`src/logic/ccu_pkg.sv`:
```
package ccu_pkg;

    // ======================================================================
    // Widths
    // ======================================================================
    localparam int ADDR_W  = 16;
    localparam int ISA_W   = 256;
    localparam int OP_W    = 8;
    localparam int NUM_MDU = 4;    // CCU itself plus FPS, KNN, SYA
    localparam int NUM_FPC = 4;    // FPS cores
    localparam int IDX_W   = 16;   // Point index
    localparam int CHN_W   = 12;
    localparam int QNTSL_W = 20;
    localparam int ACT_W   = 8;
    localparam int MAP_W   = 5;
    localparam int NLY_W   = 20;
    localparam int MODE_W  = 8;

    typedef logic [ADDR_W-1:0] addr_t;
    typedef logic [ISA_W-1:0]  isa_word_t;
    typedef logic [OP_W-1:0]   opcode_t;
    typedef logic [1:0]        mdu_idx_t;

    // Module index doubles as the opcode in bits 7:0
    localparam mdu_idx_t MDU_CCU = 2'd0;
    localparam mdu_idx_t MDU_FPS = 2'd1;
    localparam mdu_idx_t MDU_KNN = 2'd2;
    localparam mdu_idx_t MDU_SYA = 2'd3;

    // Words per instruction for each opcode
    localparam logic [NUM_MDU-1:0][1:0] WORDS_PER_OP = {2'd1, 2'd1, 2'd3, 2'd1};

    // ======================================================================
    // Configuration payloads
    // ======================================================================
    typedef struct packed {
        logic [NLY_W-1:0]  num_ly;
        logic [MODE_W-1:0] mode;
    } ccu_cfg_t;

    typedef logic [NUM_FPC-1:0][IDX_W-1:0] fpc_vec_t;   // One field for every core

    typedef struct packed {
        fpc_vec_t nip;
        fpc_vec_t nop;
        fpc_vec_t crd_rd_base;
        fpc_vec_t crd_wr_base;
        fpc_vec_t idx_wr_base;
        fpc_vec_t msk_base;
        fpc_vec_t dst_base;
    } fps_cfg_t;

    typedef struct packed {
        logic [IDX_W-1:0] nip;
        logic [MAP_W:0]   k;
        addr_t            crd_rd_addr;
        addr_t            map_wr_addr;
    } knn_cfg_t;

    typedef struct packed {
        logic [1:0]         mode;
        logic [IDX_W-1:0]   nip;
        logic [CHN_W-1:0]   chi;
        logic [QNTSL_W-1:0] scale;
        logic [ACT_W-1:0]   shift;
        logic [ACT_W-1:0]   zp;
        addr_t              act_base;
        addr_t              wgt_base;
        addr_t              ofm_base;
    } sya_cfg_t;

    // One matched instruction word
    typedef struct packed {
        mdu_idx_t   idx;
        logic [1:0] wrd;    // Word number within the instruction
        logic       last;
        isa_word_t  dat;
    } isa_beat_t;

    typedef enum logic [1:0] {
        IDLE,
        IDLE_CFG,
        CFG,
        NETFNH
    } ctrl_state_t;

endpackage

```
`src/logic/ccu_ctrl_fsm.sv`:
```
module ccu_ctrl_fsm (
    input  logic              clk,
    input  logic              rst_n,
    input  logic              start_i,
    input  logic [2:0]        mdu_rdy_i,     // SYA, KNN, FPS
    input  logic              ccu_done_i,
    input  logic [2:0]        cfg_taken_i,
    input  ccu_pkg::ccu_cfg_t ccu_cfg_i,
    output ccu_pkg::mdu_idx_t sel_o,
    output logic              fetch_en_o,
    output logic              net_fnh_o,
    output logic              mdu_rst_o
);

    ccu_pkg::ctrl_state_t state_q, state_d;
    ccu_pkg::mdu_idx_t    sel_q, pick;
    logic                 self_rdy_q;
    logic [ccu_pkg::NUM_MDU-1:0] req, taken_all;
    logic [ccu_pkg::NLY_W-1:0]   sya_cnt_q;
    logic                 cfg_done, sya_done, layer_hit;

    assign req       = {mdu_rdy_i, self_rdy_q};   // Index 0 is the CCU itself
    assign taken_all = {cfg_taken_i, ccu_done_i};
    assign cfg_done  = taken_all[sel_q];
    assign sya_done  = state_q == ccu_pkg::CFG && sel_q == ccu_pkg::MDU_SYA && cfg_taken_i[2];
    assign layer_hit = (sya_cnt_q + 1'b1) == ccu_cfg_i.num_ly && ccu_cfg_i.num_ly != '0;

    // Lowest requesting index wins
    always_comb begin
        pick = ccu_pkg::MDU_CCU;
        for (int i = ccu_pkg::NUM_MDU - 1; i >= 0; i--) begin
            if (req[i]) begin
                pick = ccu_pkg::mdu_idx_t'(i);
            end
        end
    end

    // ======================================================================
    // State machine
    // ======================================================================
    always_comb begin
        state_d = state_q;
        case (state_q)
            ccu_pkg::IDLE: begin
                if (start_i) begin
                    state_d = ccu_pkg::IDLE_CFG;
                end
            end
            ccu_pkg::IDLE_CFG: begin
                if (|req) begin
                    state_d = ccu_pkg::CFG;
                end
            end
            ccu_pkg::CFG: begin
                if (cfg_done) begin
                    state_d = (sya_done && layer_hit) ? ccu_pkg::NETFNH : ccu_pkg::IDLE_CFG;
                end
            end
            default: state_d = ccu_pkg::IDLE;   // NETFNH lasts one cycle
        endcase
    end

    always_ff @(posedge clk or negedge rst_n) begin
        if (!rst_n) begin
            state_q    <= ccu_pkg::IDLE;
            sel_q      <= ccu_pkg::MDU_CCU;
            self_rdy_q <= 1'b1;
            sya_cnt_q  <= '0;
        end else begin
            state_q <= state_d;
            if (state_q == ccu_pkg::IDLE_CFG && |req) begin
                sel_q <= pick;              // Held for the whole CFG state
            end
            if (state_q == ccu_pkg::IDLE) begin
                self_rdy_q <= 1'b1;
            end else if (ccu_done_i) begin
                self_rdy_q <= 1'b0;
            end
            if (state_q == ccu_pkg::IDLE) begin
                sya_cnt_q <= '0;
            end else if (sya_done) begin
                sya_cnt_q <= sya_cnt_q + 1'b1;  // One per accepted layer
            end
        end
    end

    assign sel_o      = sel_q;
    assign fetch_en_o = state_q == ccu_pkg::CFG;
    assign net_fnh_o  = state_q == ccu_pkg::NETFNH;
    assign mdu_rst_o  = state_q == ccu_pkg::IDLE;

endmodule

```
`src/logic/ccu_top.sv`:
```
module ccu_top #(
    parameter ccu_pkg::addr_t ISA_START_ADDR = '0
) (
    input  logic               clk,
    input  logic               rst_n,
    input  logic               start_i,
    output logic               net_fnh_o,
    output logic               mdu_rst_o,
    // Instruction buffer read
    output ccu_pkg::addr_t     isa_rd_addr_o,
    output logic               isa_rd_addr_vld_o,
    input  logic               isa_rd_addr_rdy_i,
    input  ccu_pkg::isa_word_t isa_rd_dat_i,
    input  logic               isa_rd_dat_vld_i,
    output logic               isa_rd_dat_rdy_o,
    output ccu_pkg::addr_t     rd_addr_min_o,   // Loader must stay below this
    // Module configuration ports
    output logic               fps_cfg_vld_o,
    input  logic               fps_cfg_rdy_i,
    output ccu_pkg::fps_cfg_t  fps_cfg_o,
    output logic               knn_cfg_vld_o,
    input  logic               knn_cfg_rdy_i,
    output ccu_pkg::knn_cfg_t  knn_cfg_o,
    output logic               sya_cfg_vld_o,
    input  logic               sya_cfg_rdy_i,
    output ccu_pkg::sya_cfg_t  sya_cfg_o
);

    ccu_pkg::mdu_idx_t  sel;
    ccu_pkg::isa_beat_t beat;
    ccu_pkg::ccu_cfg_t  ccu_cfg;
    ccu_pkg::fps_cfg_t  fps_pld;
    ccu_pkg::knn_cfg_t  knn_pld;
    ccu_pkg::sya_cfg_t  sya_pld;
    logic               fetch_en, beat_vld, ccu_done;
    logic               fps_ld, knn_ld, sya_ld;
    logic [2:0]         taken;

    // ======================================================================
    // Control and fetch
    // ======================================================================
    ccu_ctrl_fsm ccu_ctrl_fsm_inst (
        .clk         (clk),
        .rst_n       (rst_n),
        .start_i     (start_i),
        .mdu_rdy_i   ({sya_cfg_rdy_i, knn_cfg_rdy_i, fps_cfg_rdy_i}),
        .ccu_done_i  (ccu_done),
        .cfg_taken_i (taken),
        .ccu_cfg_i   (ccu_cfg),
        .sel_o       (sel),
        .fetch_en_o  (fetch_en),
        .net_fnh_o   (net_fnh_o),
        .mdu_rst_o   (mdu_rst_o)
    );

    isa_fetch #(
        .ISA_START_ADDR (ISA_START_ADDR)
    ) isa_fetch_inst (
        .clk               (clk),
        .rst_n             (rst_n),
        .clr_i             (mdu_rst_o),
        .fetch_en_i        (fetch_en),
        .sel_i             (sel),
        .isa_rd_addr_o     (isa_rd_addr_o),
        .isa_rd_addr_vld_o (isa_rd_addr_vld_o),
        .isa_rd_addr_rdy_i (isa_rd_addr_rdy_i),
        .isa_rd_dat_i      (isa_rd_dat_i),
        .isa_rd_dat_vld_i  (isa_rd_dat_vld_i),
        .isa_rd_dat_rdy_o  (isa_rd_dat_rdy_o),
        .beat_o            (beat),
        .beat_vld_o        (beat_vld),
        .ccu_done_o        (ccu_done),
        .rd_addr_min_o     (rd_addr_min_o)
    );

    isa_decoder isa_decoder_inst (
        .clk        (clk),
        .rst_n      (rst_n),
        .beat_i     (beat),
        .beat_vld_i (beat_vld),
        .ccu_cfg_o  (ccu_cfg),
        .fps_ld_o   (fps_ld),
        .fps_cfg_o  (fps_pld),
        .knn_ld_o   (knn_ld),
        .knn_cfg_o  (knn_pld),
        .sya_ld_o   (sya_ld),
        .sya_cfg_o  (sya_pld)
    );

    // ======================================================================
    // Held configurations
    // ======================================================================
    cfg_slot #(.payload_t(ccu_pkg::fps_cfg_t)) fps_slot_inst (
        .clk       (clk),
        .rst_n     (rst_n),
        .ld_i      (fps_ld),
        .payload_i (fps_pld),
        .cfg_vld_o (fps_cfg_vld_o),
        .cfg_o     (fps_cfg_o),
        .taken_o   (taken[0]),
        .cfg_rdy_i (fps_cfg_rdy_i)
    );

    cfg_slot #(.payload_t(ccu_pkg::knn_cfg_t)) knn_slot_inst (
        .clk       (clk),
        .rst_n     (rst_n),
        .ld_i      (knn_ld),
        .payload_i (knn_pld),
        .cfg_vld_o (knn_cfg_vld_o),
        .cfg_o     (knn_cfg_o),
        .taken_o   (taken[1]),
        .cfg_rdy_i (knn_cfg_rdy_i)
    );

    cfg_slot #(.payload_t(ccu_pkg::sya_cfg_t)) sya_slot_inst (
        .clk       (clk),
        .rst_n     (rst_n),
        .ld_i      (sya_ld),
        .payload_i (sya_pld),
        .cfg_vld_o (sya_cfg_vld_o),
        .cfg_o     (sya_cfg_o),
        .taken_o   (taken[2]),
        .cfg_rdy_i (sya_cfg_rdy_i)
    );

endmodule

```
`src/logic/cfg_slot.sv`:
```
module cfg_slot #(
    parameter type payload_t = logic
) (
    input  logic     clk,
    input  logic     rst_n,
    input  logic     ld_i,
    input  payload_t payload_i,
    output logic     cfg_vld_o,
    output payload_t cfg_o,
    output logic     taken_o,
    input  logic     cfg_rdy_i
);

    assign taken_o = cfg_vld_o && cfg_rdy_i;

    always_ff @(posedge clk or negedge rst_n) begin
        if (!rst_n) begin
            cfg_vld_o <= 1'b0;
        end else if (ld_i) begin
            cfg_vld_o <= 1'b1;
        end else if (taken_o) begin
            cfg_vld_o <= 1'b0;      // Handshake with the module
        end
    end

    always_ff @(posedge clk) begin
        if (ld_i) begin
            cfg_o <= payload_i;
        end
    end

endmodule

```
`src/logic/isa_decoder.sv`:
```
module isa_decoder (
    input  logic               clk,
    input  logic               rst_n,
    input  ccu_pkg::isa_beat_t beat_i,
    input  logic               beat_vld_i,
    output ccu_pkg::ccu_cfg_t  ccu_cfg_o,
    output logic               fps_ld_o,
    output ccu_pkg::fps_cfg_t  fps_cfg_o,
    output logic               knn_ld_o,
    output ccu_pkg::knn_cfg_t  knn_cfg_o,
    output logic               sya_ld_o,
    output ccu_pkg::sya_cfg_t  sya_cfg_o
);

    localparam int OP_W  = ccu_pkg::OP_W;
    localparam int GRP_W = ccu_pkg::NUM_FPC * ccu_pkg::IDX_W;   // One FPS field over all cores
    localparam int IDX_W = ccu_pkg::IDX_W;
    // SYA mode sits in an 8-bit slot after the opcode
    localparam int SYA_NIP = 2 * OP_W;
    localparam int SYA_CHI = SYA_NIP + IDX_W;
    localparam int SYA_SCL = SYA_CHI + ccu_pkg::CHN_W;
    localparam int SYA_SFT = SYA_SCL + ccu_pkg::QNTSL_W;
    localparam int SYA_ZP  = SYA_SFT + ccu_pkg::ACT_W;
    localparam int SYA_ACT = SYA_ZP + ccu_pkg::ACT_W;

    ccu_pkg::isa_word_t  dat;
    logic                fps_hit;
    logic [3*GRP_W-1:0]  fps_w0_q, fps_w1_q;

    assign dat     = beat_i.dat;
    assign fps_hit = beat_vld_i && beat_i.idx == ccu_pkg::MDU_FPS;

    // ======================================================================
    // FPS staging of words 1 and 2
    // ======================================================================
    always_ff @(posedge clk) begin
        if (fps_hit && beat_i.wrd == 2'd0) begin
            fps_w0_q <= dat[OP_W +: 3*GRP_W];
        end
        if (fps_hit && beat_i.wrd == 2'd1) begin
            fps_w1_q <= dat[OP_W +: 3*GRP_W];
        end
    end

    always_comb begin
        fps_cfg_o.nip         = fps_w0_q[0       +: GRP_W];
        fps_cfg_o.nop         = fps_w0_q[GRP_W   +: GRP_W];
        fps_cfg_o.crd_rd_base = fps_w0_q[2*GRP_W +: GRP_W];
        fps_cfg_o.crd_wr_base = fps_w1_q[0       +: GRP_W];
        fps_cfg_o.idx_wr_base = fps_w1_q[GRP_W   +: GRP_W];
        fps_cfg_o.msk_base    = fps_w1_q[2*GRP_W +: GRP_W];
        fps_cfg_o.dst_base    = dat[OP_W +: GRP_W];       // Straight from word 3
    end

    // Single-word payloads keep each field in a 16-bit slot
    always_comb begin
        knn_cfg_o.nip         = dat[OP_W           +: IDX_W];
        knn_cfg_o.k           = dat[OP_W + IDX_W   +: ccu_pkg::MAP_W + 1];
        knn_cfg_o.crd_rd_addr = dat[OP_W + 2*IDX_W +: ccu_pkg::ADDR_W];
        knn_cfg_o.map_wr_addr = dat[OP_W + 3*IDX_W +: ccu_pkg::ADDR_W];

        sya_cfg_o.mode     = dat[OP_W    +: 2];
        sya_cfg_o.nip      = dat[SYA_NIP +: IDX_W];
        sya_cfg_o.chi      = dat[SYA_CHI +: ccu_pkg::CHN_W];
        sya_cfg_o.scale    = dat[SYA_SCL +: ccu_pkg::QNTSL_W];
        sya_cfg_o.shift    = dat[SYA_SFT +: ccu_pkg::ACT_W];
        sya_cfg_o.zp       = dat[SYA_ZP  +: ccu_pkg::ACT_W];
        sya_cfg_o.act_base = dat[SYA_ACT                        +: ccu_pkg::ADDR_W];
        sya_cfg_o.wgt_base = dat[SYA_ACT + ccu_pkg::ADDR_W      +: ccu_pkg::ADDR_W];
        sya_cfg_o.ofm_base = dat[SYA_ACT + 2 * ccu_pkg::ADDR_W  +: ccu_pkg::ADDR_W];
    end

    assign fps_ld_o = fps_hit && beat_i.last;
    assign knn_ld_o = beat_vld_i && beat_i.last && beat_i.idx == ccu_pkg::MDU_KNN;
    assign sya_ld_o = beat_vld_i && beat_i.last && beat_i.idx == ccu_pkg::MDU_SYA;

    // Own configuration with the layer count above the mode
    always_ff @(posedge clk or negedge rst_n) begin
        if (!rst_n) begin
            ccu_cfg_o <= '0;
        end else if (beat_vld_i && beat_i.last && beat_i.idx == ccu_pkg::MDU_CCU) begin
            ccu_cfg_o <= dat[OP_W +: $bits(ccu_pkg::ccu_cfg_t)];
        end
    end

endmodule

```
`src/logic/isa_fetch.sv`:
```
module isa_fetch #(
    parameter ccu_pkg::addr_t ISA_START_ADDR = '0
) (
    input  logic               clk,
    input  logic               rst_n,
    input  logic               clr_i,        // Held in IDLE
    input  logic               fetch_en_i,
    input  ccu_pkg::mdu_idx_t  sel_i,
    output ccu_pkg::addr_t     isa_rd_addr_o,
    output logic               isa_rd_addr_vld_o,
    input  logic               isa_rd_addr_rdy_i,
    input  ccu_pkg::isa_word_t isa_rd_dat_i,
    input  logic               isa_rd_dat_vld_i,
    output logic               isa_rd_dat_rdy_o,
    output ccu_pkg::isa_beat_t beat_o,
    output logic               beat_vld_o,
    output logic               ccu_done_o,
    output ccu_pkg::addr_t     rd_addr_min_o
);

    ccu_pkg::addr_t rd_ptr_q [ccu_pkg::NUM_MDU];
    logic           pend_q;     // One word in flight
    logic           done_q;     // Last word of the instruction seen
    logic [1:0]     wcnt_q;
    logic           addr_hs, dat_hs, match, last;

    assign isa_rd_addr_vld_o = fetch_en_i && !pend_q && !done_q;
    assign isa_rd_addr_o     = rd_ptr_q[sel_i];
    assign isa_rd_dat_rdy_o  = pend_q;

    assign addr_hs = isa_rd_addr_vld_o && isa_rd_addr_rdy_i;
    assign dat_hs  = isa_rd_dat_vld_i && pend_q;
    assign match   = dat_hs && isa_rd_dat_i[ccu_pkg::OP_W-1:0] == ccu_pkg::opcode_t'(sel_i);
    assign last    = (wcnt_q + 2'd1) == ccu_pkg::WORDS_PER_OP[sel_i];

    // ======================================================================
    // One read pointer per module
    // ======================================================================
    always_ff @(posedge clk or negedge rst_n) begin
        if (!rst_n) begin
            for (int i = 0; i < ccu_pkg::NUM_MDU; i++) begin
                rd_ptr_q[i] <= ISA_START_ADDR;
            end
        end else if (clr_i) begin
            for (int i = 0; i < ccu_pkg::NUM_MDU; i++) begin
                rd_ptr_q[i] <= ISA_START_ADDR;
            end
        end else if (addr_hs) begin
            rd_ptr_q[sel_i] <= rd_ptr_q[sel_i] + 1'b1;  // Skipped words count too
        end
    end

    always_comb begin
        rd_addr_min_o = rd_ptr_q[0];
        for (int i = 1; i < ccu_pkg::NUM_MDU; i++) begin
            if (rd_ptr_q[i] < rd_addr_min_o) begin
                rd_addr_min_o = rd_ptr_q[i];
            end
        end
    end

    // ======================================================================
    // Word handshake and counter
    // ======================================================================
    always_ff @(posedge clk or negedge rst_n) begin
        if (!rst_n) begin
            pend_q <= 1'b0;
            done_q <= 1'b0;
            wcnt_q <= '0;
        end else begin
            if (addr_hs) begin
                pend_q <= 1'b1;
            end else if (dat_hs) begin
                pend_q <= 1'b0;
            end
            if (!fetch_en_i) begin
                done_q <= 1'b0;     // Rearmed by the next choice
                wcnt_q <= '0;
            end else if (match) begin
                done_q <= last;
                wcnt_q <= last ? 2'd0 : wcnt_q + 2'd1;
            end
        end
    end

    assign beat_vld_o  = match;
    assign beat_o.idx  = sel_i;
    assign beat_o.wrd  = wcnt_q;
    assign beat_o.last = last;
    assign beat_o.dat  = isa_rd_dat_i;
    assign ccu_done_o  = match && last && sel_i == ccu_pkg::MDU_CCU;

endmodule

```
`config.mk`:
```
export PLATFORM = sky130hd
export DESIGN_NAME = ccu_top
export DESIGN_NICKNAME = d
export VERILOG_FILES = /design/src/logic/ccu_pkg.sv /design/src/logic/ccu_ctrl_fsm.sv /design/src/logic/ccu_top.sv /design/src/logic/cfg_slot.sv /design/src/logic/isa_decoder.sv /design/src/logic/isa_fetch.sv
export SDC_FILE = /design/constraint.sdc
export NUM_CORES = 1
export LEC_CHECK = 0
export ABC_AREA = 1
export CORE_AREA = 2 2 354 356
export CTS_CLUSTER_DIAMETER = 30
export DETAILED_ROUTE_END_ITERATION = 8
export DIE_AREA = 0 0 356 358
export DONT_BUFFER_PORTS = 1
export MAX_ROUTING_LAYER = met4
export PLACE_DENSITY_LB_ADDON = 0.08
export REMOVE_ABC_BUFFERS = 1
export SYNTH_ARGS = -nofsm -noshare
export SYNTH_HDL_FRONTEND = slang
export SYNTH_SLANG_ARGS = --single-unit
export TNS_END_PERCENT = 1
```
`constraint.sdc`:
```
create_clock -name clk -period 26.3 [get_ports clk]
set_input_delay 3.945 -clock clk [delete_from_list [all_inputs] [get_ports clk]]
set_output_delay 3.945 -clock clk [all_outputs]
set_load 0.01 [all_outputs]
```
---- Yosys cells after proc, flatten, opt, wreduce, memory -nomap -nowiden ----
Cells that the tools add are included.
cells by class
  order comparisons ....................... 6
  reduce and logical (&&, ||, !) cells .... 37
  multiplexer cells ....................... 41
  bitwise logic cells ..................... 1
  equal/unequal tests ..................... 14
  $add $sub $neg .......................... 3
operators with widths
  operator                 number
  $mux W64                 2
  $mux W16                 6
  $bwmux W64               1
  $lt A16 B16 Y1           3
  $mux W20                 2
  $bmux W16 S2             1
  $demux W16 S2            1
  $mux W2                  12
  $logic_and A1 B1 Y1      22
  $add A20 B1 Y20 const B  1
  $eq A20 B20 Y1           1
  $reduce_bool A20 Y1      1
  $add A16 B1 Y16 const B  1
  $reduce_bool A2 Y1       7
  $mux W1                  13
  $eq A2 B2 Y1 const B     4
  $eq A8 B2 Y1             1
  $eq A2 B1 Y1 const B     3
  $logic_not A2 Y1         3
  $pmux W2 S3              1
  $bmux W2 S2              1
  $ne A2 B1 Y1 const B     2
  $ne A2 B2 Y1 const B     2
  $reduce_or A4 Y1         1
  9 further kinds          10
word-level totals
  logic and storage cells ................. 160
  input bits .............................. 264
  register bits after elaboration ......... 1116

---- Longest topological paths before layout ----
Gate-level depths: netlist (run 1).
  word-level depth ........................ 9
  depth in mapped cells ................... 41
  gate-level depth less buffers ........... 37

---- Cells and area by module ----
Synthesis (run 1) repeated with hierarchy kept, for this count alone.
second synthesis, totals
  cell total of the unflattened synthesis .. 2608
  area, all modules ....................... 41974.0 µm²
modules (own cells, without submodules)
  module                    area each (µm²)  instances  cells an instance
  isa_decoder               14492.6          1          752
  cfg_slot (fps_slot_inst)  13500.4          1          455
  isa_fetch                 6825.3           1          899
  cfg_slot (sya_slot_inst)  3470.8           1          121
  ccu_ctrl_fsm              2015.7           1          320
  cfg_slot (knn_slot_inst)  1669.1           1          61

---- Least setup slack after synthesis (run 1) ----
No wires, ideal clock.
  path type ............................... in2reg
  start point ............................. input port isa_rd_dat_i[3]
  end point ............................... register fps_slot_inst.cfg_o[0] in the netlist's numbering, enable pin
  setup slack ............................. 1.429 ns
  arrival time ............................ 23.600 ns
  data required time ...................... 25.029 ns
  stages on the path ...................... 6
  cell sequence ........................... or2_2 -> nor2_1 -> nand2_1 -> nor4_1 -> nand3b_1 -> nor2_1
between the ends
  word-level cells in the longest chain between the ends .. 4
RTL lines
  item                  line               source
  start, declared       ccu_top.sv:13      input ccu_pkg::isa_word_t isa_rd_dat_i,
  $eq A8 B2 Y1          isa_fetch.sv:33    assign match = dat_hs && isa_rd_dat_i[ccu_pkg::OP_W-1:0] == ccu_pkg::opcode_t'(sel_i);
  $logic_and A1 B1 Y1   isa_fetch.sv:33
  $logic_and A1 B1 Y1   isa_decoder.sv:31  assign fps_hit = beat_vld_i && beat_i.idx == ccu_pkg::MDU_FPS;
  $logic_and A1 B1 Y1   isa_decoder.sv:73  assign fps_ld_o = fps_hit && beat_i.last;
  net fps_ld            ccu_top.sv:36      logic fps_ld, knn_ld, sya_ld;
  end signal, assigned  cfg_slot.sv:28     cfg_o <= payload_i;
  end, declared         cfg_slot.sv:9      output payload_t cfg_o,
The timed path passes the listed nets, and every way through them passes these cells.
A chain may end at the register's enable or synchronous reset.

---- Worst setup path in the final report (run 1) ----
  start point ............................. register isa_fetch_inst.rd_ptr_q[45] in the netlist's numbering
  end point ............................... output port rd_addr_min_o[12]
between the ends
  word-level cells in the longest chain between the ends .. 6
RTL lines
  item                             line             source
  start, declared                  isa_fetch.sv:21  ccu_pkg::addr_t rd_ptr_q [ccu_pkg::NUM_MDU];
  start signal, assigned by index  isa_fetch.sv:49  rd_ptr_q[sel_i] <= rd_ptr_q[sel_i] + 1'b1;
  $lt A16 B16 Y1                   isa_fetch.sv:56  if (rd_ptr_q[i] < rd_addr_min_o) begin
  $mux W16 *                       isa_fetch.sv:56
  $lt A16 B16 Y1                   isa_fetch.sv:56
  $mux W16 *                       isa_fetch.sv:56
  $lt A16 B16 Y1                   isa_fetch.sv:56
  $mux W16 *                       isa_fetch.sv:56
  end, declared                    ccu_top.sv:16    output ccu_pkg::addr_t rd_addr_min_o,
Mark *: on every way between the ends. The rest lies on a longest branch, timed or not.

==> results by stage, run 1 <==
Floorplan:
- In this run the standard cell core region covers 123000 sq um.
- In this run the horizontal extent of the chip is 356 microns.
- 919 I/O pins were placed.
- The die is 358 microns tall.
- After floorplanning, the core was divided into 129 placement rows.
- For this configuration, the core starts out at a cell density of 0.304.
- The die covers 127000 sq um.

Worst setup path:
- By instance count, the cell type seen most on the critical path is sky130_fd_sc_hd__nand2_1.
- The endpoint of the lowest-slack register-to-register path is fps_slot_inst.cfg_o[294].
- For this design, the slowest cell found on the critical path is sky130_fd_sc_hd__o221a_2.
- The largest driver fanout on the critical path is 31.
- The worst stage delay on the critical path is 540 ps.
- For the worst setup path, the data arrival time is 6760 ps.
- The critical path required time is 22350 ps.
- Setup slack on the worst reg-to-reg path comes out at 21180 ps.
- The number of cells on the worst reg-to-reg path is 6.
- The launching point of the worst reg2reg path is ccu_ctrl_fsm_inst.sel_o[0].
- The category of the most critical setup path is flop to output port.
- The critical path endpoint category is an output port.
- The sort of element at the start of the critical path is a flop.

Final layout:
- Of the cells placed in the final design, the portion with a size suffix greater than 1 is 0.183.
- The final core utilization is 0.390.
- The layout-stage area growth over the synthesis result is 28.2%.
- The net count reported at finish is 2510.

Logic synthesis:
- Of the synthesized area, sequential elements account for 0.878.
- The share of synthesized area in the top cell type comes to 0.801.
- Synthesis produced a netlist whose cell count is 1973.
- The count of synthesis-stage warnings from yosys is 0.
- Sorting the synthesized cells by area gives the leading types as sky130_fd_sc_hd__edfxtp_1, sky130_fd_sc_hd__dfrtp_1, sky130_fd_sc_hd__nand2_1.
- The most used flip-flop cell after synthesis is sky130_fd_sc_hd__edfxtp_1.
- The count of different cell masters after synthesis is 47.
- Yosys mapped a number of flops with a built-in enable equal to 1000.
- The mean instance size in the synthesized netlist is 19.0 sq um.
- The leading area contributor after synthesis is sky130_fd_sc_hd__edfxtp_1.
- The share of flip-flops with an asynchronous set or reset after synthesis is 0.104.
- The synthesized design contains 1116 register bits.
- After synthesis the cells add up to 37500 sq um.

Status:
- The flow ran to the end, and the final reports show no timing, DRC or antenna violations.

Clock network:
- The clock passes through at most 3 buffers.
- In this run the number of H-tree levels came out at 4.
- The clock transition at the register clock pins on the worst setup and hold paths after CTS is 50 ps.
- Clock tree synthesis found a total of 1116 sinks.
- The clock buffer count from CTS is 239.
- After clock tree synthesis, the setup repair step added 0 buffers.
- Clock tree synthesis selected as its root buffer the cell sky130_fd_sc_hd__clkbuf_16.
- In this run, post-CTS hold repair placed 0 buffers.
- The post-cts sizing count is 0.
- The CTS tree is built.
- At the later pin of the worst-skew pair, clock insertion delay measures 820 ps.

Route:
- The number of DRC violations after detailed-routing iteration 0 is 1421.
- The routed length per instance is 26.3 microns.
- The overall via count from detail_route is 18100.
- The post-detailed-route count of antenna-violating nets is 0.
- The DRC violation count after routing is 0.
- The first-pass iteration count of the detailed router is 5.
- Using the TritonRoute via totals, the vias-per-cell ratio works out to 4.47.
- The sum of routed wire length over all layers is 106 mm.

Timing:
- In the finished design, the share of the clock period the worst path needs comes to 0.407.
- The setup skew after layout is 62.9 ps.
- In the post-route analysis, the smallest setup slack over all paths is 15600 ps.
- The final-report max-slew violation count is 0.
- The clock period minus final worst setup slack is 10700 ps.
- The worst-margin pin slew is 1130 ps.
- The number of endpoints with negative hold slack in the final report was 0.
- The sum of negative setup slack is 0 ps.
- Timing would allow up to 93.4 MHz.
- The final setup violation count is 0.
- Setup repair after global routing left no endpoint under its margin.
- Headroom to the max-slew limit came out at 0.245.

Hold path:
- The launch instance of the worst min-delay path is isa_decoder_inst.fps_w0_q[39].
- The path class of the tightest hold or removal check is flop to flop.
- For hold timing, the worst endpoint is fps_slot_inst.cfg_o[423].
- The number of cells on the worst hold path is 0.

Placement:
- The post-DP HPWL is 73.4 mm.
- Prior to clock tree synthesis, the placed netlist has a worst setup slack of 16380 ps.
- At the end of routability-driven placement, the weighted congestion stood at 0.807.
- Port buffering added 0 buffers.

Job:
- The number of max-capacitance violations reported is 0.

Power and ir drop:
- The standby leakage power is 16.7 nW.
- The total power density per cell area is 121 nW/um^2.
- The worst vdd rail ir drop is 0.000224 V.

GRT:
- The via count of the first global-routing pass was 18400.
- The initial antenna violation count came to 2.
- The maximum number of pins on one net before global-route repair is 178.
- The all-layer global routing usage is 0.167.
- The global-route wire length before repair is 145 mm.
- The remaining global-route overflow is 0.
-- logic make-up (layout without fill, tap and decap cells) --
| logic type | Yosys count | count (layout) | synth area share |
|---|---|---|---|
| flops | 1116 | 1116 | 0.878 |
| compound gates | 234 | 234 | 0.0359 |
| fa+ha+maj | 48 | 48 | 0.0160 |
| simple gates | 342 | 342 | 0.0407 |
| mux | 2 | 2 | 0.000534 |
| buf+inv | 195 | 633 | 0.0201 |
| other cells | 0 | 1 | 0 |
| xor+xnor | 36 | 36 | 0.00841 |
-- cell usage after synthesis (2+ instances only) --
master,count
sky130_fd_sc_hd__dfrtp_1,115
sky130_fd_sc_hd__nand2_1,172
sky130_fd_sc_hd__o21ai_0,79
sky130_fd_sc_hd__mux2i_1,2
sky130_fd_sc_hd__nor3_1,9
sky130_fd_sc_hd__nor2_1,55
sky130_fd_sc_hd__clkbuf_1,23
sky130_fd_sc_hd__o2111ai_1,2
sky130_fd_sc_hd__o21ai_1,5
sky130_fd_sc_hd__buf_2,6
sky130_fd_sc_hd__buf_4,2
sky130_fd_sc_hd__nor2_2,6
sky130_fd_sc_hd__o22ai_1,69
sky130_fd_sc_hd__inv_1,157
sky130_fd_sc_hd__nand2_2,4
sky130_fd_sc_hd__xnor2_1,2
sky130_fd_sc_hd__inv_2,5
sky130_fd_sc_hd__a211oi_1,4
sky130_fd_sc_hd__xor2_1,34
sky130_fd_sc_hd__o21bai_1,2
sky130_fd_sc_hd__edfxtp_1,1000
sky130_fd_sc_hd__nand4_1,15
sky130_fd_sc_hd__o21a_1,12
sky130_fd_sc_hd__o211ai_1,2
sky130_fd_sc_hd__nor3_2,3
sky130_fd_sc_hd__ha_1,48
sky130_fd_sc_hd__o221a_2,2
sky130_fd_sc_hd__nand3_1,61
sky130_fd_sc_hd__nand2_4,2
sky130_fd_sc_hd__nor4_1,8
sky130_fd_sc_hd__a21oi_1,51
-- where the power goes --
| group | total (mW) | internal, mW | switching, mW |
|---|---|---|---|
| combinational | 0.805 | 0.188 | 0.617 |
| clock | 3.05 | 2.06 | 0.985 |
| sequential | 1.95 | 1.94 | 0.0113 |
-- per-layer routing --
layer	track usage	wire (microns)	vias up
met2	0.287	56500	761
met1	0.173	38300	9224
li1	-	-	7939
met4	0.0562	2300	0
met3	0.0656	9140	155
met5	-	0	-
-- worst max-delay path, delay by kind of cell, from the launching register on --
kind            cells  cell delay (ps)
compound gates      5             1600
fa+ha+maj           3              980
buf+inv             4              480
flops               1              410
simple gates       16             2480
-- cells in the final DEF (no fill, tap or decap), types with 3 or more instances in the layout --
cell type	count
sky130_fd_sc_hd__nor2_1	49
sky130_fd_sc_hd__inv_6	11
sky130_fd_sc_hd__clkinv_4	18
sky130_fd_sc_hd__clkbuf_8	4
sky130_fd_sc_hd__a21oi_1	51
sky130_fd_sc_hd__a211oi_1	4
sky130_fd_sc_hd__bufinv_16	39
sky130_fd_sc_hd__clkinv_2	37
sky130_fd_sc_hd__nand2_2	4
sky130_fd_sc_hd__xor2_1	34
sky130_fd_sc_hd__o21a_1	12
sky130_fd_sc_hd__clkinv_16	11
sky130_fd_sc_hd__nand3_1	61
sky130_fd_sc_hd__nor3_1	9
sky130_fd_sc_hd__clkbuf_16	239
sky130_fd_sc_hd__buf_4	13
sky130_fd_sc_hd__nor2_2	6
sky130_fd_sc_hd__edfxtp_1	1000
sky130_fd_sc_hd__nor4_1	8
sky130_fd_sc_hd__dfrtp_1	115
sky130_fd_sc_hd__clkbuf_1	25
sky130_fd_sc_hd__ha_1	48
sky130_fd_sc_hd__o21ai_0	79
sky130_fd_sc_hd__o22ai_1	69
sky130_fd_sc_hd__inv_1	157
sky130_fd_sc_hd__clkinvlp_4	28
sky130_fd_sc_hd__nor2_4	7
sky130_fd_sc_hd__o21ai_1	5
sky130_fd_sc_hd__clkinv_1	40
sky130_fd_sc_hd__nand2_1	172
sky130_fd_sc_hd__buf_12	3
sky130_fd_sc_hd__nand4_1	15
sky130_fd_sc_hd__inv_2	5
sky130_fd_sc_hd__nor3_2	3
-- state kept, by name (all words and copies together) (netlist names) --
signal	cells
isa_decoder_inst.fps_w0_q	192
isa_fetch_inst.rd_ptr_q	64
knn_slot_inst.cfg_o	54
fps_slot_inst.cfg_vld_o	1
sya_slot_inst.cfg_vld_o	1
fps_slot_inst.cfg_o	448
knn_slot_inst.cfg_vld_o	1
sya_slot_inst.cfg_o	114
isa_fetch_inst.isa_rd_dat_rdy_o	1
isa_fetch_inst.done_q	1
ccu_ctrl_fsm_inst.self_rdy_q	1
ccu_ctrl_fsm_inst.state_q	2
ccu_ctrl_fsm_inst.sel_o	2
isa_decoder_inst.ccu_cfg_o	20
ccu_ctrl_fsm_inst.sya_cnt_q	20
isa_decoder_inst.fps_w1_q	192
isa_fetch_inst.wcnt_q	2
-- how the worst max path moves through the flow --
stage	to	slack, ps	from	depth (start not counted)
after CTS	rd_addr_min_o[12]	15440	isa_fetch_inst.rd_ptr_q[45]	22
after global placement	rd_addr_min_o[12]	16370	isa_fetch_inst.rd_ptr_q[45]	28
final	rd_addr_min_o[12]	15600	isa_fetch_inst.rd_ptr_q[45]	28
after detailed placement	rd_addr_min_o[12]	16380	isa_fetch_inst.rd_ptr_q[63]	23
after global routing	rd_addr_min_o[12]	15030	isa_fetch_inst.rd_ptr_q[62]	29
after floorplan	fps_slot_inst.cfg_o[0]	1430	isa_rd_dat_i[3]	6
-- area by class of cell --
| type | instances | area, sq um |
|---|---|---|
| fillers | 11300 | 75200 |
| diodes | 1 | 2.50 |
| clock buffers | 268 | 6130 |
| multi-input cells | 662 | 3860 |
| repair buffers | 16 | 158 |
| clock inverters | 186 | 2350 |
| inverters | 163 | 612 |
| well taps | 1637 | 2050 |
| flip-flops and latches | 1116 | 32900 |
-- stage by stage --
step	instances	power (mW)	hold WS, ps	cell area (sq um)
2_1_floorplan	1941	2.50	400	37400
3_3_place_gp	3594	2.79	401	39600
3_5_place_dp	3594	2.79	405	39600
4_1_cts	4048	5.88	373	48100
5_1_grt	4049	6.06	389	48100
6_report	4049	5.80	366	48100
Power figures use the tool's default switching activity.
==> inputs of run 2 (changes only) <==
clock period = 11 ns   (was 26.3 ns; I/O delays follow)
==> results by stage, run 2 (synthesis results as in run 1) <==
Route:
- The number of DRC violations after detailed-routing iteration 0 is 1489 (was 1421).
- The first-pass iteration count of the detailed router is 5 (unchanged).
- The DRC violation count after routing is 0 (unchanged).
- The sum of routed wire length over all layers is 106 mm (about the same).
- The routed length per instance is 26.2 microns (was 26.3 microns).
- The overall via count from detail_route was 18200 (was 18100).
- The post-detailed-route count of antenna-violating nets is 0 (unchanged).
- The via density per instance is 4.49 (was 4.47).

Timing:
- The final-report max-slew violation count is 0 (unchanged).
- The worst-margin pin slew is 1100 ps (was 1130 ps).
- The clock period minus final worst setup slack is 8490 ps.
- The final setup violation count is 0 (unchanged).
- The worst hold slack across all endpoints is 364 ps (was 366 ps).
- The setup skew after layout was 71.5 ps (was 62.9 ps).
- The worst slew margin relative to its limit is 0.264 (was 0.245).
- The sum of negative setup slack is 0 ps (unchanged).
- Unrepaired setup endpoints after global routing: false (unchanged).
- The final cycle utilization of the critical path is 0.772.
- The achievable frequency is 118 MHz.
- The number of endpoints with negative hold slack in the final report came to 0 (unchanged).

Final layout:
- Largest registers: fps_slot_inst.cfg_o: 448 flops, isa_decoder_inst.fps_w0_q: 192 flops, isa_decoder_inst.fps_w1_q: 192 flops (unchanged).
- The net count reported at finish is 2509 (was 2510).
- The largest register by flop count is fps_slot_inst.cfg_o (unchanged).
- The layout-stage area growth over the synthesis result is 28.4% (was 28.2%).
- Commonest non-fill, non-tap cells in the layout: sky130_fd_sc_hd__edfxtp_1, sky130_fd_sc_hd__clkbuf_16, sky130_fd_sc_hd__nand2_1 (unchanged).
- The share of layout cells above drive strength 1 was 0.187 (was 0.183).
- The flip-flop count of the largest register, all copies and words added was 448 (unchanged).
- The final-layout fill cell count came to 11200 (was 11300).
- The leading cell type in the layout, fill and taps excluded is sky130_fd_sc_hd__edfxtp_1 (unchanged).

Worst setup path:
- The critical path required time was 9350 ps (was 22350 ps).
- The largest driver fanout on the critical path is 31 (unchanged).
- The cell at the slowest stage of the critical path is sky130_fd_sc_hd__o221a_2 (unchanged).
- The category of the most critical setup path is flop to output port (unchanged).
- The launching point of the worst reg2reg path is isa_fetch_inst.isa_rd_dat_rdy_o (was ccu_ctrl_fsm_inst.sel_o[0]).
- The kind of cell with the highest combined delay on the critical path is compound AO/OA/AOI/OAI gates (was simple AND/OR/NAND/NOR gates).
- The critical path endpoint category is an output port (unchanged).
- The startpoint of the worst setup timing path is isa_fetch_inst.rd_ptr_q[63] (was isa_fetch_inst.rd_ptr_q[45]).
- The sort of element at the start of the critical path is a flop (unchanged).
- The worst stage delay on the critical path is 540 ps (about the same).
- The number of buffers and inverters on the critical path came to 3 (was 4).
- The worst path arrival time is 6840 ps (was 6760 ps).

Clock network:
- The number of buffers inserted to repair setup after CTS came to 0 (unchanged).
- The deepest level of the CTS H-tree is 4 (unchanged).
- The clock transition at the register clock pins on the worst setup and hold paths after CTS was 50 ps (about the same).
- The clock sink count came to 1116 (unchanged).
- The clock buffer count from CTS came to 234 (was 239).
- The maximum root-to-sink buffer count is 3 (unchanged).
- The insertion delay of the later-clocked pin in the worst-skew pair came to 820 ps (about the same).
- The post-cts sizing count is 0 (unchanged).
- The cell chosen for the clock root is sky130_fd_sc_hd__clkbuf_16 (unchanged).
- The number of hold buffers added after CTS is 0 (unchanged).
- The CTS tree is built (unchanged).

GRT:
- The maximum number of pins on one net before global-route repair is 153 (was 178).
- The initial antenna violation count is 7 (was 2).
- The remaining global-route overflow is 0 (unchanged).
- The global-route wire length before repair is 145 mm (about the same).
- The via count of the first global-routing pass is 18700 (was 18400).
- The all-layer global routing usage came to 0.167 (about the same).

Placement:
- The post-DP HPWL was 73.6 mm (was 73.4 mm).
- The routability-driven placement congestion ratio was 0.805 (was 0.807).
- The count of buffers from port buffering is 0 (unchanged).

Power and ir drop:
- The standby leakage power was 16.8 nW (was 16.7 nW).
- The worst vdd rail ir drop is 0.000646 V (was 0.000224 V).
- The total power density per cell area is 290 nW/um^2 (was 121 nW/um^2).
- The total chip power was 14.0 mW (was 5.80 mW).

Floorplan:
- The area of the core is 123000 sq um (unchanged).
- The die span in y is 358 microns (unchanged).
- The width of the die is 356 microns (unchanged).
- The count of boundary I/O pins is 919 (unchanged).
- The full die area is 127000 sq um (unchanged).
- The number of core rows is 129 (unchanged).
- The starting utilization of the core area is 0.304 (unchanged).

Hold path:
- The worst min-delay path class is flop to flop (unchanged).
- The launch instance of the worst min-delay path is isa_decoder_inst.fps_w1_q[1] (was isa_decoder_inst.fps_w0_q[39]).

Status:
- Result of the run: finished clean (unchanged).

Job:
- The number of max-capacitance violations reported came to 0 (unchanged).
-- run 2: cell count changes in the layout (fill, tap and decap cells not counted), moves of 2 or more --
cell,before,now
sky130_fd_sc_hd__inv_8,0,2
sky130_fd_sc_hd__clkinv_16,11,7
sky130_fd_sc_hd__diode_2,1,8
sky130_fd_sc_hd__clkinv_4,18,22
sky130_fd_sc_hd__bufinv_16,39,46
sky130_fd_sc_hd__clkinv_1,40,30
sky130_fd_sc_hd__clkbuf_1,25,21
sky130_fd_sc_hd__clkbuf_8,4,2
sky130_fd_sc_hd__clkinvlp_4,28,24
sky130_fd_sc_hd__buf_4,13,17
sky130_fd_sc_hd__clkbuf_16,239,235
sky130_fd_sc_hd__inv_6,11,16
-- run 2: final cells by class --
type | count | area (sq um) | area share
antenna | 8 | 20.0 | 0.000416
sequential | 1116 | 32900 | 0.684
timing repair buffer | 20 | 188 | 0.00390
clock buffer | 258 | 5990 | 0.124
multi-input combinational | 662 | 3860 | 0.0801
inverter | 163 | 612 | 0.0127
tap | 1637 | 2050 | 0.0425
clock inverter | 187 | 2500 | 0.0520
-- run 2: metrics by stage --
stage          std cells   util  instance area, sq um  setup WS (ps)
2_1_floorplan       1941      -                 37400         -11580
3_3_place_gp        3598  0.321                 39600           3430
3_5_place_dp        3598  0.321                 39600           3240
4_1_cts             4043  0.390                 48100           2320
5_1_grt             4048  0.390                 48100           1790
6_report            4051  0.390                 48100           2510
-- run 2: layer usage --
layer / vias to the layer above / global-route usage / part of all wire
li1: 7963 / - / -
met1: 9226 / 0.170 / 0.36
met2: 813 / 0.285 / 0.53
met3: 180 / 0.0674 / 0.090
met4: 0 / 0.0667 / 0.029
met5: - / - / 0
-- run 2: path summary, 6_finish.rpt --
check                                               endpoint  slack [ps]  cells past startpoint
worst min-delay path                fps_slot_inst.cfg_o[193]         360                      0
min in group asynchronous         isa_fetch_inst.rd_ptr_q[6]         530                      0
worst min register to register      fps_slot_inst.cfg_o[193]         360                      0
max in group asynchronous       ccu_ctrl_fsm_inst.self_rdy_q       10180                      0
worst max register to register       sya_slot_inst.cfg_o[27]        6300                      8
worst max-delay path                       rd_addr_min_o[12]        2510                     25
-- run 2: power breakdown --
part	internal, mW	leakage [nW]	switching (mW)
Combinational	0.448	2.21	1.49
Sequential	4.64	10.5	0.0274
Clock	5.02	4.07	2.35
Total	10.1	16.8	3.86
-- run 2: worst register-to-register path, stage by stage (launching register included) --
cell                       delay (ps)
sky130_fd_sc_hd__dfrtp_1          480
sky130_fd_sc_hd__nand2_1          120
sky130_fd_sc_hd__nor2_1           140
sky130_fd_sc_hd__nand2_1           60
sky130_fd_sc_hd__nor4_1           500
sky130_fd_sc_hd__nand3b_1         650
sky130_fd_sc_hd__nor2_4           640
sky130_fd_sc_hd__buf_4            700
sky130_fd_sc_hd__buf_4            900
